$ cat config.mk
export PLATFORM = sky130hd
export DESIGN_NAME = rv_core_top
export DESIGN_NICKNAME = d
export VERILOG_FILES = /design/src/verilog/core_pkg.sv /design/src/verilog/rv_isa_pkg.sv /design/src/verilog/decode_if.sv /design/src/verilog/alu.sv /design/src/verilog/core_ctrl.sv /design/src/verilog/decoder.sv /design/src/verilog/regfile.sv /design/src/verilog/rv_core_top.sv
export SDC_FILE = /design/constraint.sdc
export NUM_CORES = 2
export LEC_CHECK = 0
export BUFFER_PORTS_ARGS = -buffer_cell sky130_fd_sc_hd__buf_2
export CAP_MARGIN = 20
export CORE_MARGIN = 2
export CORE_UTILIZATION = 64
export CTS_CLUSTER_SIZE = 12
export DETAILED_ROUTE_END_ITERATION = 16
export PLACE_DENSITY = 0.81
export SETUP_SLACK_MARGIN = 0.2
export SYNTH_ARGS = -nofsm -noshare
export SYNTH_HDL_FRONTEND = slang
export SYNTH_SLANG_ARGS = --single-unit
$ cat constraint.sdc
create_clock -name clk -period 9 [get_ports clk]
set_clock_uncertainty 0.2 [all_clocks]
set_input_delay 1.8 -clock clk [delete_from_list [all_inputs] [get_ports clk]]
set_output_delay 1.8 -clock clk [all_outputs]
set_load 0.005 [all_outputs]
$ cat src/verilog/core_pkg.sv
package core_pkg;

    // ========================================
    // Datapath widths
    // ========================================
    localparam int XLEN     = 32;
    localparam int NUM_REGS = 32;

    typedef logic [XLEN-1:0] word_t;
    typedef logic [4:0]      reg_idx_t;
    typedef logic [3:0]      sel_t;      // Wishbone byte lanes

    localparam sel_t SEL_WORD = 4'b1111;

    // Program counter
    localparam word_t RESET_VECTOR = 32'h0000_0000;
    localparam word_t PC_STEP      = 32'd4;

    // Control FSM, one instruction at a time
    typedef enum logic [1:0] {
        ST_FETCH,       // Wait for iwb ack
        ST_EXECUTE,     // Register ALU result
        ST_MEM,         // Wait for dwb ack
        ST_WRITEBACK    // Regfile write, PC update
    } ctrl_state_e;

endpackage

$ cat src/verilog/rv_isa_pkg.sv
package rv_isa_pkg;

    // ========================================
    // Major opcodes
    // ========================================
    typedef logic [6:0] opcode_t;

    localparam opcode_t OPC_OP     = 7'b0110011;
    localparam opcode_t OPC_OP_IMM = 7'b0010011;
    localparam opcode_t OPC_LUI    = 7'b0110111;
    localparam opcode_t OPC_AUIPC  = 7'b0010111;
    localparam opcode_t OPC_BRANCH = 7'b1100011;
    localparam opcode_t OPC_JAL    = 7'b1101111;
    localparam opcode_t OPC_JALR   = 7'b1100111;
    localparam opcode_t OPC_LOAD   = 7'b0000011;
    localparam opcode_t OPC_STORE  = 7'b0100011;

    // Minor codes
    typedef logic [2:0] funct3_t;

    localparam funct3_t F3_BEQ  = 3'b000;   // Branch conditions
    localparam funct3_t F3_BNE  = 3'b001;
    localparam funct3_t F3_BLT  = 3'b100;
    localparam funct3_t F3_BGE  = 3'b101;
    localparam funct3_t F3_BLTU = 3'b110;
    localparam funct3_t F3_BGEU = 3'b111;

    localparam funct3_t F3_ADD_SUB = 3'b000;   // OP and OP-IMM
    localparam funct3_t F3_SLL     = 3'b001;
    localparam funct3_t F3_SLT     = 3'b010;
    localparam funct3_t F3_SLTU    = 3'b011;
    localparam funct3_t F3_XOR     = 3'b100;
    localparam funct3_t F3_SRL_SRA = 3'b101;
    localparam funct3_t F3_OR      = 3'b110;
    localparam funct3_t F3_AND     = 3'b111;

    // ALU operations
    typedef logic [3:0] alu_op_t;

    localparam alu_op_t ALU_ADD    = 4'd0;
    localparam alu_op_t ALU_SUB    = 4'd1;
    localparam alu_op_t ALU_SLL    = 4'd2;
    localparam alu_op_t ALU_SLT    = 4'd3;
    localparam alu_op_t ALU_SLTU   = 4'd4;
    localparam alu_op_t ALU_XOR    = 4'd5;
    localparam alu_op_t ALU_SRL    = 4'd6;
    localparam alu_op_t ALU_SRA    = 4'd7;
    localparam alu_op_t ALU_OR     = 4'd8;
    localparam alu_op_t ALU_AND    = 4'd9;
    localparam alu_op_t ALU_PASS_B = 4'd10;  // LUI

endpackage
$ cat src/verilog/decode_if.sv
`timescale 1ns/1ps

interface decode_if;

    core_pkg::reg_idx_t  rs1;
    core_pkg::reg_idx_t  rs2;
    core_pkg::reg_idx_t  rd;
    core_pkg::word_t     imm;          // Sign extended immediate
    rv_isa_pkg::funct3_t funct3;
    rv_isa_pkg::alu_op_t alu_op;
    logic                src_b_imm;    // B from imm, else rs2
    logic                src_a_pc;     // A from PC (AUIPC)
    logic                src_a_zero;   // A forced to 0
    logic                reg_write;
    logic                mem_read;
    logic                mem_write;
    logic                is_branch;
    logic                is_jal;
    logic                is_jalr;

    modport dec (output rs1, rs2, rd, imm, funct3, alu_op, src_b_imm, src_a_pc,
                 src_a_zero, reg_write, mem_read, mem_write, is_branch, is_jal, is_jalr);

    modport ctrl (input rd, imm, src_b_imm, src_a_pc, src_a_zero, reg_write,
                  mem_read, mem_write, is_branch, is_jal, is_jalr);

    // Source indices only
    modport rf (input rs1, rs2);

endinterface

$ cat src/verilog/alu.sv
`timescale 1ns/1ps

module alu (
    input  core_pkg::word_t     op_a_i,
    input  core_pkg::word_t     op_b_i,
    input  rv_isa_pkg::alu_op_t alu_op_i,
    input  rv_isa_pkg::funct3_t funct3_i,
    output core_pkg::word_t     result_o,
    output logic                branch_taken_o
);

    logic [4:0] shamt;
    logic       lt_s;
    logic       lt_u;
    logic       eq;

    assign shamt = op_b_i[4:0];                     // Low 5 bits only
    assign lt_s  = $signed(op_a_i) < $signed(op_b_i);
    assign lt_u  = op_a_i < op_b_i;
    assign eq    = op_a_i == op_b_i;

    // ========================================
    // Arithmetic and logic
    // ========================================
    always_comb begin
        case (alu_op_i)
            rv_isa_pkg::ALU_ADD:    result_o = op_a_i + op_b_i;
            rv_isa_pkg::ALU_SUB:    result_o = op_a_i - op_b_i;
            rv_isa_pkg::ALU_SLL:    result_o = op_a_i << shamt;
            rv_isa_pkg::ALU_SLT:    result_o = {31'b0, lt_s};
            rv_isa_pkg::ALU_SLTU:   result_o = {31'b0, lt_u};
            rv_isa_pkg::ALU_XOR:    result_o = op_a_i ^ op_b_i;
            rv_isa_pkg::ALU_SRL:    result_o = op_a_i >> shamt;
            rv_isa_pkg::ALU_SRA:    result_o = $signed(op_a_i) >>> shamt;
            rv_isa_pkg::ALU_OR:     result_o = op_a_i | op_b_i;
            rv_isa_pkg::ALU_AND:    result_o = op_a_i & op_b_i;
            rv_isa_pkg::ALU_PASS_B: result_o = op_b_i;
            default:                result_o = '0;
        endcase
    end

    // Branch condition, meaningful only for BRANCH
    always_comb begin
        case (funct3_i)
            rv_isa_pkg::F3_BEQ:  branch_taken_o = eq;
            rv_isa_pkg::F3_BNE:  branch_taken_o = !eq;
            rv_isa_pkg::F3_BLT:  branch_taken_o = lt_s;
            rv_isa_pkg::F3_BGE:  branch_taken_o = !lt_s;
            rv_isa_pkg::F3_BLTU: branch_taken_o = lt_u;
            rv_isa_pkg::F3_BGEU: branch_taken_o = !lt_u;
            default:             branch_taken_o = 1'b0;   // Reserved codes
        endcase
    end

endmodule

$ cat src/verilog/core_ctrl.sv
`timescale 1ns/1ps

module core_ctrl (
    input  logic               clk,
    input  logic               rst_n,
    decode_if.ctrl             dec,
    input  core_pkg::word_t    rs1_data_i,
    input  core_pkg::word_t    rs2_data_i,
    input  core_pkg::word_t    alu_result_i,
    input  logic               branch_taken_i,
    output core_pkg::word_t    instr_o,
    output core_pkg::word_t    op_a_o,
    output core_pkg::word_t    op_b_o,
    output core_pkg::reg_idx_t rd_idx_o,
    output core_pkg::word_t    rd_data_o,
    output logic               rd_wen_o,

    // Instruction bus
    output core_pkg::word_t    iwb_adr_o,
    input  core_pkg::word_t    iwb_dat_i,
    output logic               iwb_cyc_o,
    output logic               iwb_stb_o,
    input  logic               iwb_ack_i,

    // Data bus
    output core_pkg::word_t    dwb_adr_o,
    output core_pkg::word_t    dwb_dat_o,
    input  core_pkg::word_t    dwb_dat_i,
    output logic               dwb_we_o,
    output core_pkg::sel_t     dwb_sel_o,
    output logic               dwb_cyc_o,
    output logic               dwb_stb_o,
    input  logic               dwb_ack_i
);

    core_pkg::ctrl_state_e state_q;
    core_pkg::word_t       pc_q;
    core_pkg::word_t       instr_q;
    core_pkg::word_t       alu_q;      // Registered ALU result
    core_pkg::word_t       load_q;     // Latched read data
    logic                  taken_q;
    logic                  iwb_cyc_q;
    logic                  dwb_cyc_q;
    logic                  dwb_we_q;
    core_pkg::word_t       pc_plus4;
    core_pkg::word_t       pc_next;

    // ========================================
    // Operand select and writeback
    // ========================================
    assign op_a_o = dec.src_a_pc   ? pc_q :
                    dec.src_a_zero ? '0   : rs1_data_i;
    assign op_b_o = dec.src_b_imm  ? dec.imm : rs2_data_i;

    assign pc_plus4  = pc_q + core_pkg::PC_STEP;
    assign instr_o   = instr_q;
    assign rd_idx_o  = dec.rd;
    assign rd_wen_o  = dec.reg_write && (state_q == core_pkg::ST_WRITEBACK);
    assign rd_data_o = dec.mem_read                ? load_q   :
                       (dec.is_jal || dec.is_jalr) ? pc_plus4 :   // Link address
                                                     alu_q;

    always_comb begin
        pc_next = pc_plus4;
        if (dec.is_jal || (dec.is_branch && taken_q)) begin
            pc_next = pc_q + dec.imm;
        end else if (dec.is_jalr) begin
            pc_next = {alu_q[core_pkg::XLEN-1:1], 1'b0};   // rs1 + imm, bit 0 cleared
        end
    end

    // Bus outputs held steady while waiting for ack
    assign iwb_adr_o = pc_q;
    assign iwb_cyc_o = iwb_cyc_q;
    assign iwb_stb_o = iwb_cyc_q;
    assign dwb_adr_o = alu_q;
    assign dwb_dat_o = rs2_data_i;
    assign dwb_we_o  = dwb_we_q;
    assign dwb_sel_o = core_pkg::SEL_WORD;     // Word access only
    assign dwb_cyc_o = dwb_cyc_q;
    assign dwb_stb_o = dwb_cyc_q;

    // ========================================
    // Control FSM
    // ========================================
    always_ff @(posedge clk or negedge rst_n) begin
        if (!rst_n) begin
            state_q   <= core_pkg::ST_FETCH;
            pc_q      <= core_pkg::RESET_VECTOR;
            iwb_cyc_q <= 1'b0;
            dwb_cyc_q <= 1'b0;
            dwb_we_q  <= 1'b0;
        end else begin
            case (state_q)
                core_pkg::ST_FETCH: begin
                    if (iwb_cyc_q && iwb_ack_i) begin
                        iwb_cyc_q <= 1'b0;
                        state_q   <= core_pkg::ST_EXECUTE;
                    end else begin
                        iwb_cyc_q <= 1'b1;       // First request after reset
                    end
                end
                core_pkg::ST_EXECUTE: begin
                    if (dec.mem_read || dec.mem_write) begin
                        dwb_cyc_q <= 1'b1;       // Raised on entry to MEM
                        dwb_we_q  <= dec.mem_write;
                        state_q   <= core_pkg::ST_MEM;
                    end else begin
                        state_q   <= core_pkg::ST_WRITEBACK;
                    end
                end
                core_pkg::ST_MEM: begin
                    if (dwb_ack_i) begin
                        dwb_cyc_q <= 1'b0;
                        dwb_we_q  <= 1'b0;
                        state_q   <= core_pkg::ST_WRITEBACK;
                    end
                end
                core_pkg::ST_WRITEBACK: begin
                    pc_q      <= pc_next;
                    iwb_cyc_q <= 1'b1;           // Next fetch on following cycle
                    state_q   <= core_pkg::ST_FETCH;
                end
                default: state_q <= core_pkg::ST_FETCH;
            endcase
        end
    end

    // Datapath registers
    always_ff @(posedge clk) begin
        if (state_q == core_pkg::ST_FETCH && iwb_cyc_q && iwb_ack_i) begin
            instr_q <= iwb_dat_i;
        end
        if (state_q == core_pkg::ST_EXECUTE) begin
            alu_q   <= alu_result_i;
            taken_q <= branch_taken_i;
        end
        if (state_q == core_pkg::ST_MEM && dwb_ack_i) begin
            load_q  <= dwb_dat_i;
        end
    end

endmodule

$ cat src/verilog/decoder.sv
`timescale 1ns/1ps

module decoder (
    input  core_pkg::word_t instr_i,
    decode_if.dec           dec
);

    rv_isa_pkg::opcode_t opcode;
    core_pkg::word_t     imm_i;
    core_pkg::word_t     imm_s;
    core_pkg::word_t     imm_b;
    core_pkg::word_t     imm_u;
    core_pkg::word_t     imm_j;

    // funct3 plus funct7 bit 5 to ALU operation
    function automatic rv_isa_pkg::alu_op_t alu_sel(input rv_isa_pkg::funct3_t f3,
                                                     input logic alt);
        case (f3)
            rv_isa_pkg::F3_ADD_SUB: alu_sel = alt ? rv_isa_pkg::ALU_SUB : rv_isa_pkg::ALU_ADD;
            rv_isa_pkg::F3_SLL:     alu_sel = rv_isa_pkg::ALU_SLL;
            rv_isa_pkg::F3_SLT:     alu_sel = rv_isa_pkg::ALU_SLT;
            rv_isa_pkg::F3_SLTU:    alu_sel = rv_isa_pkg::ALU_SLTU;
            rv_isa_pkg::F3_XOR:     alu_sel = rv_isa_pkg::ALU_XOR;
            rv_isa_pkg::F3_SRL_SRA: alu_sel = alt ? rv_isa_pkg::ALU_SRA : rv_isa_pkg::ALU_SRL;
            rv_isa_pkg::F3_OR:      alu_sel = rv_isa_pkg::ALU_OR;
            default:                alu_sel = rv_isa_pkg::ALU_AND;
        endcase
    endfunction

    assign opcode = instr_i[6:0];

    // ========================================
    // Immediate formats
    // ========================================
    assign imm_i = {{20{instr_i[31]}}, instr_i[31:20]};
    assign imm_s = {{20{instr_i[31]}}, instr_i[31:25], instr_i[11:7]};
    assign imm_b = {{19{instr_i[31]}}, instr_i[31], instr_i[7], instr_i[30:25],
                    instr_i[11:8], 1'b0};
    assign imm_u = {instr_i[31:12], 12'b0};
    assign imm_j = {{11{instr_i[31]}}, instr_i[31], instr_i[19:12], instr_i[20],
                    instr_i[30:21], 1'b0};

    // Register fields always passed through
    assign dec.rs1    = instr_i[19:15];
    assign dec.rs2    = instr_i[24:20];
    assign dec.rd     = instr_i[11:7];
    assign dec.funct3 = instr_i[14:12];

    always_comb begin
        // Unknown opcode retires as a no-op
        dec.imm        = '0;
        dec.alu_op     = rv_isa_pkg::ALU_ADD;
        dec.src_b_imm  = 1'b0;
        dec.src_a_pc   = 1'b0;
        dec.src_a_zero = 1'b0;
        dec.reg_write  = 1'b0;
        dec.mem_read   = 1'b0;
        dec.mem_write  = 1'b0;
        dec.is_branch  = 1'b0;
        dec.is_jal     = 1'b0;
        dec.is_jalr    = 1'b0;
        case (opcode)
            rv_isa_pkg::OPC_OP: begin
                dec.alu_op    = alu_sel(instr_i[14:12], instr_i[30]);
                dec.reg_write = 1'b1;
            end
            rv_isa_pkg::OPC_OP_IMM: begin
                // Bit 30 selects SRAI only, ADDI has no SUB form
                dec.alu_op    = alu_sel(instr_i[14:12],
                                        instr_i[30] && (instr_i[14:12] == rv_isa_pkg::F3_SRL_SRA));
                dec.imm       = imm_i;
                dec.src_b_imm = 1'b1;
                dec.reg_write = 1'b1;
            end
            rv_isa_pkg::OPC_LUI: begin
                dec.alu_op     = rv_isa_pkg::ALU_PASS_B;
                dec.imm        = imm_u;
                dec.src_b_imm  = 1'b1;
                dec.src_a_zero = 1'b1;
                dec.reg_write  = 1'b1;
            end
            rv_isa_pkg::OPC_AUIPC: begin
                dec.imm       = imm_u;
                dec.src_b_imm = 1'b1;
                dec.src_a_pc  = 1'b1;      // PC + imm
                dec.reg_write = 1'b1;
            end
            rv_isa_pkg::OPC_BRANCH: begin
                dec.imm       = imm_b;     // rs1 vs rs2 in ALU compare
                dec.is_branch = 1'b1;
            end
            rv_isa_pkg::OPC_JAL: begin
                dec.imm       = imm_j;
                dec.is_jal    = 1'b1;
                dec.reg_write = 1'b1;
            end
            rv_isa_pkg::OPC_JALR: begin
                dec.imm       = imm_i;     // Target is rs1 + imm
                dec.src_b_imm = 1'b1;
                dec.is_jalr   = 1'b1;
                dec.reg_write = 1'b1;
            end
            rv_isa_pkg::OPC_LOAD: begin
                dec.imm       = imm_i;
                dec.src_b_imm = 1'b1;
                dec.mem_read  = 1'b1;
                dec.reg_write = 1'b1;
            end
            rv_isa_pkg::OPC_STORE: begin
                dec.imm       = imm_s;
                dec.src_b_imm = 1'b1;
                dec.mem_write = 1'b1;
            end
            default: ;
        endcase
    end

endmodule

$ cat src/verilog/regfile.sv
`timescale 1ns/1ps

module regfile (
    input  logic               clk,
    input  logic               rst_n,
    decode_if.rf               rf,
    input  core_pkg::reg_idx_t rd_idx_i,
    input  core_pkg::word_t    rd_data_i,
    input  logic               rd_wen_i,
    output core_pkg::word_t    rs1_data_o,
    output core_pkg::word_t    rs2_data_o
);

    // x1 to x31, no storage behind x0
    core_pkg::word_t regs_q [1:core_pkg::NUM_REGS-1];

    always_ff @(posedge clk or negedge rst_n) begin
        if (!rst_n) begin
            for (int i = 1; i < core_pkg::NUM_REGS; i++) begin
                regs_q[i] <= '0;
            end
        end else if (rd_wen_i && (rd_idx_i != '0)) begin
            regs_q[rd_idx_i] <= rd_data_i;   // x0 writes dropped
        end
    end

    // Combinational read ports
    assign rs1_data_o = (rf.rs1 == '0) ? '0 : regs_q[rf.rs1];
    assign rs2_data_o = (rf.rs2 == '0) ? '0 : regs_q[rf.rs2];

endmodule

$ cat src/verilog/rv_core_top.sv
`timescale 1ns/1ps

module rv_core_top (
    input  logic            clk,
    input  logic            rst_n,

    // Instruction bus master
    output core_pkg::word_t iwb_adr_o,
    input  core_pkg::word_t iwb_dat_i,
    output logic            iwb_cyc_o,
    output logic            iwb_stb_o,
    input  logic            iwb_ack_i,

    // Data bus master
    output core_pkg::word_t dwb_adr_o,
    output core_pkg::word_t dwb_dat_o,
    input  core_pkg::word_t dwb_dat_i,
    output logic            dwb_we_o,
    output core_pkg::sel_t  dwb_sel_o,
    output logic            dwb_cyc_o,
    output logic            dwb_stb_o,
    input  logic            dwb_ack_i
);

    core_pkg::word_t    instr;
    core_pkg::word_t    rs1_data;
    core_pkg::word_t    rs2_data;
    core_pkg::word_t    op_a;
    core_pkg::word_t    op_b;
    core_pkg::word_t    alu_result;
    logic               branch_taken;
    core_pkg::reg_idx_t rd_idx;
    core_pkg::word_t    rd_data;
    logic               rd_wen;

    decode_if dec_bus ();   // Decoded control bundle

    decoder decoder_inst (
        .instr_i (instr),
        .dec     (dec_bus)
    );

    regfile regfile_inst (
        .clk        (clk),
        .rst_n      (rst_n),
        .rf         (dec_bus),
        .rd_idx_i   (rd_idx),
        .rd_data_i  (rd_data),
        .rd_wen_i   (rd_wen),
        .rs1_data_o (rs1_data),
        .rs2_data_o (rs2_data)
    );

    // Op and condition straight from the decoder
    alu alu_inst (
        .op_a_i         (op_a),
        .op_b_i         (op_b),
        .alu_op_i       (dec_bus.alu_op),
        .funct3_i       (dec_bus.funct3),
        .result_o       (alu_result),
        .branch_taken_o (branch_taken)
    );

    core_ctrl core_ctrl_inst (
        .clk            (clk),
        .rst_n          (rst_n),
        .dec            (dec_bus),
        .rs1_data_i     (rs1_data),
        .rs2_data_i     (rs2_data),
        .alu_result_i   (alu_result),
        .branch_taken_i (branch_taken),
        .instr_o        (instr),
        .op_a_o         (op_a),
        .op_b_o         (op_b),
        .rd_idx_o       (rd_idx),
        .rd_data_o      (rd_data),
        .rd_wen_o       (rd_wen),
        .iwb_adr_o      (iwb_adr_o),
        .iwb_dat_i      (iwb_dat_i),
        .iwb_cyc_o      (iwb_cyc_o),
        .iwb_stb_o      (iwb_stb_o),
        .iwb_ack_i      (iwb_ack_i),
        .dwb_adr_o      (dwb_adr_o),
        .dwb_dat_o      (dwb_dat_o),
        .dwb_dat_i      (dwb_dat_i),
        .dwb_we_o       (dwb_we_o),
        .dwb_sel_o      (dwb_sel_o),
        .dwb_cyc_o      (dwb_cyc_o),
        .dwb_stb_o      (dwb_stb_o),
        .dwb_ack_i      (dwb_ack_i)
    );

endmodule

==> flow_summary.toml, run 1 <==
[global_route]
globalRoute.totalOverflow = 193
grt_usage_pct = 77.7
grt_max_degree = 191

[synth]
ys_types = 104
ys_top_cells_by_area = "dfrtp_1 (37%), mux4_2 (15%), o21ai_0 (5.8%)"
synth_xor_xnor_area_share_pct = 0.756
synth-edff-count = 97
synth_top_area_share_pct = 37.1
muxShareOfSynthArea_pct = 18.7
yosys_warnings = 0
netlist_instances = 7092
synth_adder_area_share_pct = 2.48
ys_ff_latch = 1126
synthArstFlopShare_pct = 91.4
synth.avg_cell_area_sq_um = 9.80
yosys_most_used_dff = "dfrtp_1"
synthSimpleGateAreaFrac_pct = 12.7
synth_top_family_by_area = "compound AO/OA/AOI/OAI gates"
ys_seq_area_share_pct = 41.3
synth_compound_area_share_pct = 19.1
yosys.area.top_type = "dfrtp_1"
netlist_area_sq_um = 69500

[floorplan]
die-height_um = 333
ios = 173
initial_core_util_pct = 64.7
dieWidth_um = 333
rows = 120

[clock_network]
cts_buffers = 114
ctsRootBufferMaster = "clkbuf_16"
cts_setup_buffers = 0
clk_path_buf_depth = 3
postCtsHoldBufs = 0
cts_sinks = 1126
post_cts_resized = 0
htree_levels = 3

[outcome]
outcome = "stopped before the end"
error = "[ERROR GRT-0232] Routing congestion too high. Check the congestion heatmap in the GUI."
stop_stage = "global routing (5_1_grt)"

[placed_design]
io_buffers = 168
dpl.cell_count = 8271
hpwlAfterDp_um = 235000
gp_congestion = 1.11
## per-layer routing
metal,GRT overflow,global-route usage (%)
met1,9,80.2
met2,68,91.5
met3,16,64.7
met4,100,72.6
met5,0,36.3
## synth_stat cells, types with 85 or more instances
cell	n
o21ai_0	800
buf_2	85
nand3_1	98
inv_1	142
mux2i_1	186
o22ai_1	94
a21oi_1	649
mux4_2	454
nand2_1	883
dfrtp_1	1029
nor2_1	720
clkbuf_1	439
nor3_1	94
edfxtp_1	97
ha_1	133
## logic make-up after synthesis
kind of cell | after synthesis
AND/OR/NAND/NOR | 2050
AO/OA/AOI/OAI | 2207
flip-flops | 1126
adder cells (fa/ha/maj) | 136
XOR/XNOR | 60
other | 1
multiplexers | 718
buffers and inverters | 794
## metrics by stage
step / cell area (sq um) / hold slack [ps] / setup slack (ps) / utilization [%]
after floorplan: 69500 / 260 / 2340 / -
after global placement: 71700 / 273 / 1530 / 66.8
after detailed placement: 71700 / 284 / 1490 / 66.8
after CTS: 75200 / 301 / 1390 / 70.0
==> run 2: changes to the inputs <==
--- a/config.mk
+++ b/config.mk
@@ -8,11 +8,9 @@
 export BUFFER_PORTS_ARGS = -buffer_cell sky130_fd_sc_hd__buf_2
 export CAP_MARGIN = 20
 export CORE_MARGIN = 2
-export CORE_UTILIZATION = 64
-export CTS_CLUSTER_SIZE = 12
+export CORE_UTILIZATION = 40
 export DETAILED_ROUTE_END_ITERATION = 16
-export PLACE_DENSITY = 0.81
-export SETUP_SLACK_MARGIN = 0.2
+export PLACE_DENSITY_LB_ADDON = 0.15
 export SYNTH_ARGS = -nofsm -noshare
 export SYNTH_HDL_FRONTEND = slang
 export SYNTH_SLANG_ARGS = --single-unit
==> run 2 against run 1 <==
The flow now finishes without violations. Synthesized cell count unchanged. Synthesized area unchanged.
==> flow_summary.toml, run 2 <==
[setup_path]
ff2ff_setup_slack_ps = 1100
required_ps = 9270
cpMaxStageDelayCell = "o21ai_0"
worstPathCellList = "buf_12, buf_4, mux4_2, a22oi_1, o31ai_1, o21ai_0, nand2_1, ha_1, nand4_1, nor2_1, o2111ai_1, o221a_2, a21oi_1, a31o_2, o221ai_1, a21boi_0, or4_1"
path_max_fanout = 38
end_kind = "flop"
r2r_cells = 17
critical_path.top_delay_family = "compound AO/OA/AOI/OAI gates"
arrival_ps = 8170
r2r_end = "core_ctrl_inst.dwb_adr_o[21]"
cp-startpoint = "core_ctrl_inst.instr_o[16]"
r2r-start = "core_ctrl_inst.instr_o[16]"
path_class = "reg2reg"
cp_num_buf_inv = 2
critPathMaxStageDelay_ps = 960
worstSetupStartpointType = "flop"

[routing]
first_pass_iters = 9
drc = 0
routed-wl-met2_um = 148000
first_iter_violations = 7467
met1Wirelength_um = 130000
drt_wl_total_um = 332000
wl_met3_um = 29400
num_vias = 61500
topRoutingLayerUsed = "met5"
ant_nets = 0
vias_per_cell = 6.51
wl_per_cell_um = 35.1

[final_layout]
largest_reg_flops = 992
final_common_cell = "dfrtp_1"
mostFrequentLayoutCells = "dfrtp_1 (1029), nand2_1 (868), o21ai_0 (797)"
drive_gt1_share_pct = 18.8
num-nets-final = 7213
largest_register = "regfile_inst.regs_q"
area_growth_pct = 12.1

[floorplan]
core-area_sq_um = 172000
dieArea_sq_um = 177000
initial_core_util_pct = 40.4
ios = 173
dieWidth_um = 421
rows = 152
die-height_um = 421

[synth]
ys_seq_area_share_pct = 41.3
synth.avg_cell_area_sq_um = 9.80
yosys.area.top_type = "dfrtp_1"
synthArstFlopShare_pct = 91.4
netlist_instances = 7092
ys_types = 104
synth-edff-count = 97
synth_most_common_cell = "dfrtp_1"
yosys_warnings = 0
ys_top_cells_by_area = "dfrtp_1 (37%), mux4_2 (15%), o21ai_0 (5.8%)"
netlist_area_sq_um = 69500
synth_top_area_share_pct = 37.1
ys_top_cells_by_count = "dfrtp_1 (1029), nand2_1 (883), o21ai_0 (800), nor2_1 (720), a21oi_1 (649)"
ys_ff_latch = 1126
yosys_most_used_dff = "dfrtp_1"

[pwr]
max-vdd-ir-drop_uv = 156
leakagePower_nw = 33.4
power.density_nw_per_um2 = 238
p_total_w = 0.0185

[worst_hold_path]
min_from = "regfile_inst.regs_q[386]"
min_to = "regfile_inst.regs_q[386]"
min_delay_path_depth = 2
hold_path_class = "reg2reg"

[clock_network]
ctsRootBufferMaster = "clkbuf_16"
cts_buffers = 137
cts.clk_slew.worst_paths_ps = 60
cts_setup_buffers = 0
cts_sinks = 1126
clk_path_buf_depth = 3
post_cts_resized = 0
insertion_delay_ps = 830
postCtsHoldBufs = 0
cts_tree = "built"
htree_levels = 4

[sta]
drv_slew = 0
slew_headroom_pct = 10.7
setup_violations = 0
tns_ps = 0
worstMarginPinSlew_ps = 1340
rsz0062_at_grt = "no"
fin_crit_ps = 7900
fin_crit_sh_pct = 87.7
finalHoldViolCount = 0
max_freq_mhz = 127

[global_route]
grt_max_degree = 171
globalRoute.totalOverflow = 0
antenna_found_initial = 20
grt_pass1_vias = 58400
grt_usage_pct = 37.3
grt_pass1_wl_um = 465000

[placed_design]
gp_congestion = 1.01
hpwlAfterDp_um = 227000
io_buffers = 168

[job]
drv_cap = 0

[outcome]
outcome = "finished clean"
run 2: cell counts after synthesis:
Identical to the previous run, type by type.
run 2: metal layers:
layer	track usage, %	vias up
met5	0	-
met4	24.0	10
met3	7.82	883
met2	56.6	3520
met1	48.5	31100
li1	-	26000
run 2: cell families after synthesis:
family | after synthesis | synth area share (%)
compound gates | 2207 | 19.1
simple gates | 2050 | 12.7
flops | 1126 | 41.3
buf+inv | 794 | 5.02
mux | 718 | 18.7
fa+ha+maj | 136 | 2.48
xor+xnor | 60 | 0.756
other cells | 1 | 0.00540
run 2: power breakdown:
part | switching (W) | total, W | internal (W)
logic | 0.00428 | 0.00622 | 0.00193
clock network | 0.00250 | 0.00596 | 0.00346
registers | 0.000734 | 0.00636 | 0.00562
run 2: worst min-delay path: cells and delay by family, from the launching register on:
kind            cells  cell delay, ps
compound gates      1              60
flops               1             350
simple gates        1              50
run 2: area by class of cell:
| class | count | area, sq um |
|---|---|---|
| clock buffer | 190 | 3940 |
| inverter | 151 | 571 |
| tap | 2310 | 2890 |
| clock inverter | 64 | 911 |
| sequential | 1126 | 28700 |
| fill | 16400 | 94200 |
| timing repair buffer | 418 | 3040 |
| multi-input combinational | 5175 | 37900 |
| antenna | 12 | 30.0 |
run 2: worst max path at each step:
stage               depth (start not counted)                           end  slack (ps)
finish                                     17  core_ctrl_inst.dwb_adr_o[21]        1100
global route                               18  core_ctrl_inst.dwb_adr_o[23]        1090
CTS                                        17  core_ctrl_inst.dwb_adr_o[21]        1430
detailed placement                         18  core_ctrl_inst.dwb_adr_o[23]        1480
global placement                           18  core_ctrl_inst.dwb_adr_o[23]        1360
floorplan                                  23  core_ctrl_inst.dwb_adr_o[28]        2340
run 2: metrics by stage:
| stage | setup slack (ps) | cells | area [sq um] | util [%] | hold WS, ps |
|---|---|---|---|---|---|
| after global routing | 1090 | 9435 | 77900 | 45.3 | 318 |
| after detailed placement | 1480 | 9178 | 73000 | 42.4 | 286 |
| after CTS | 1430 | 9432 | 77800 | 45.2 | 299 |
| after global placement | 1360 | 9175 | 73000 | 42.4 | 273 |
| final | 1100 | 9446 | 77900 | 45.3 | 296 |
| after floorplan | 2340 | 7095 | 69500 | - | 260 |
Power figures use the tool's default switching activity.
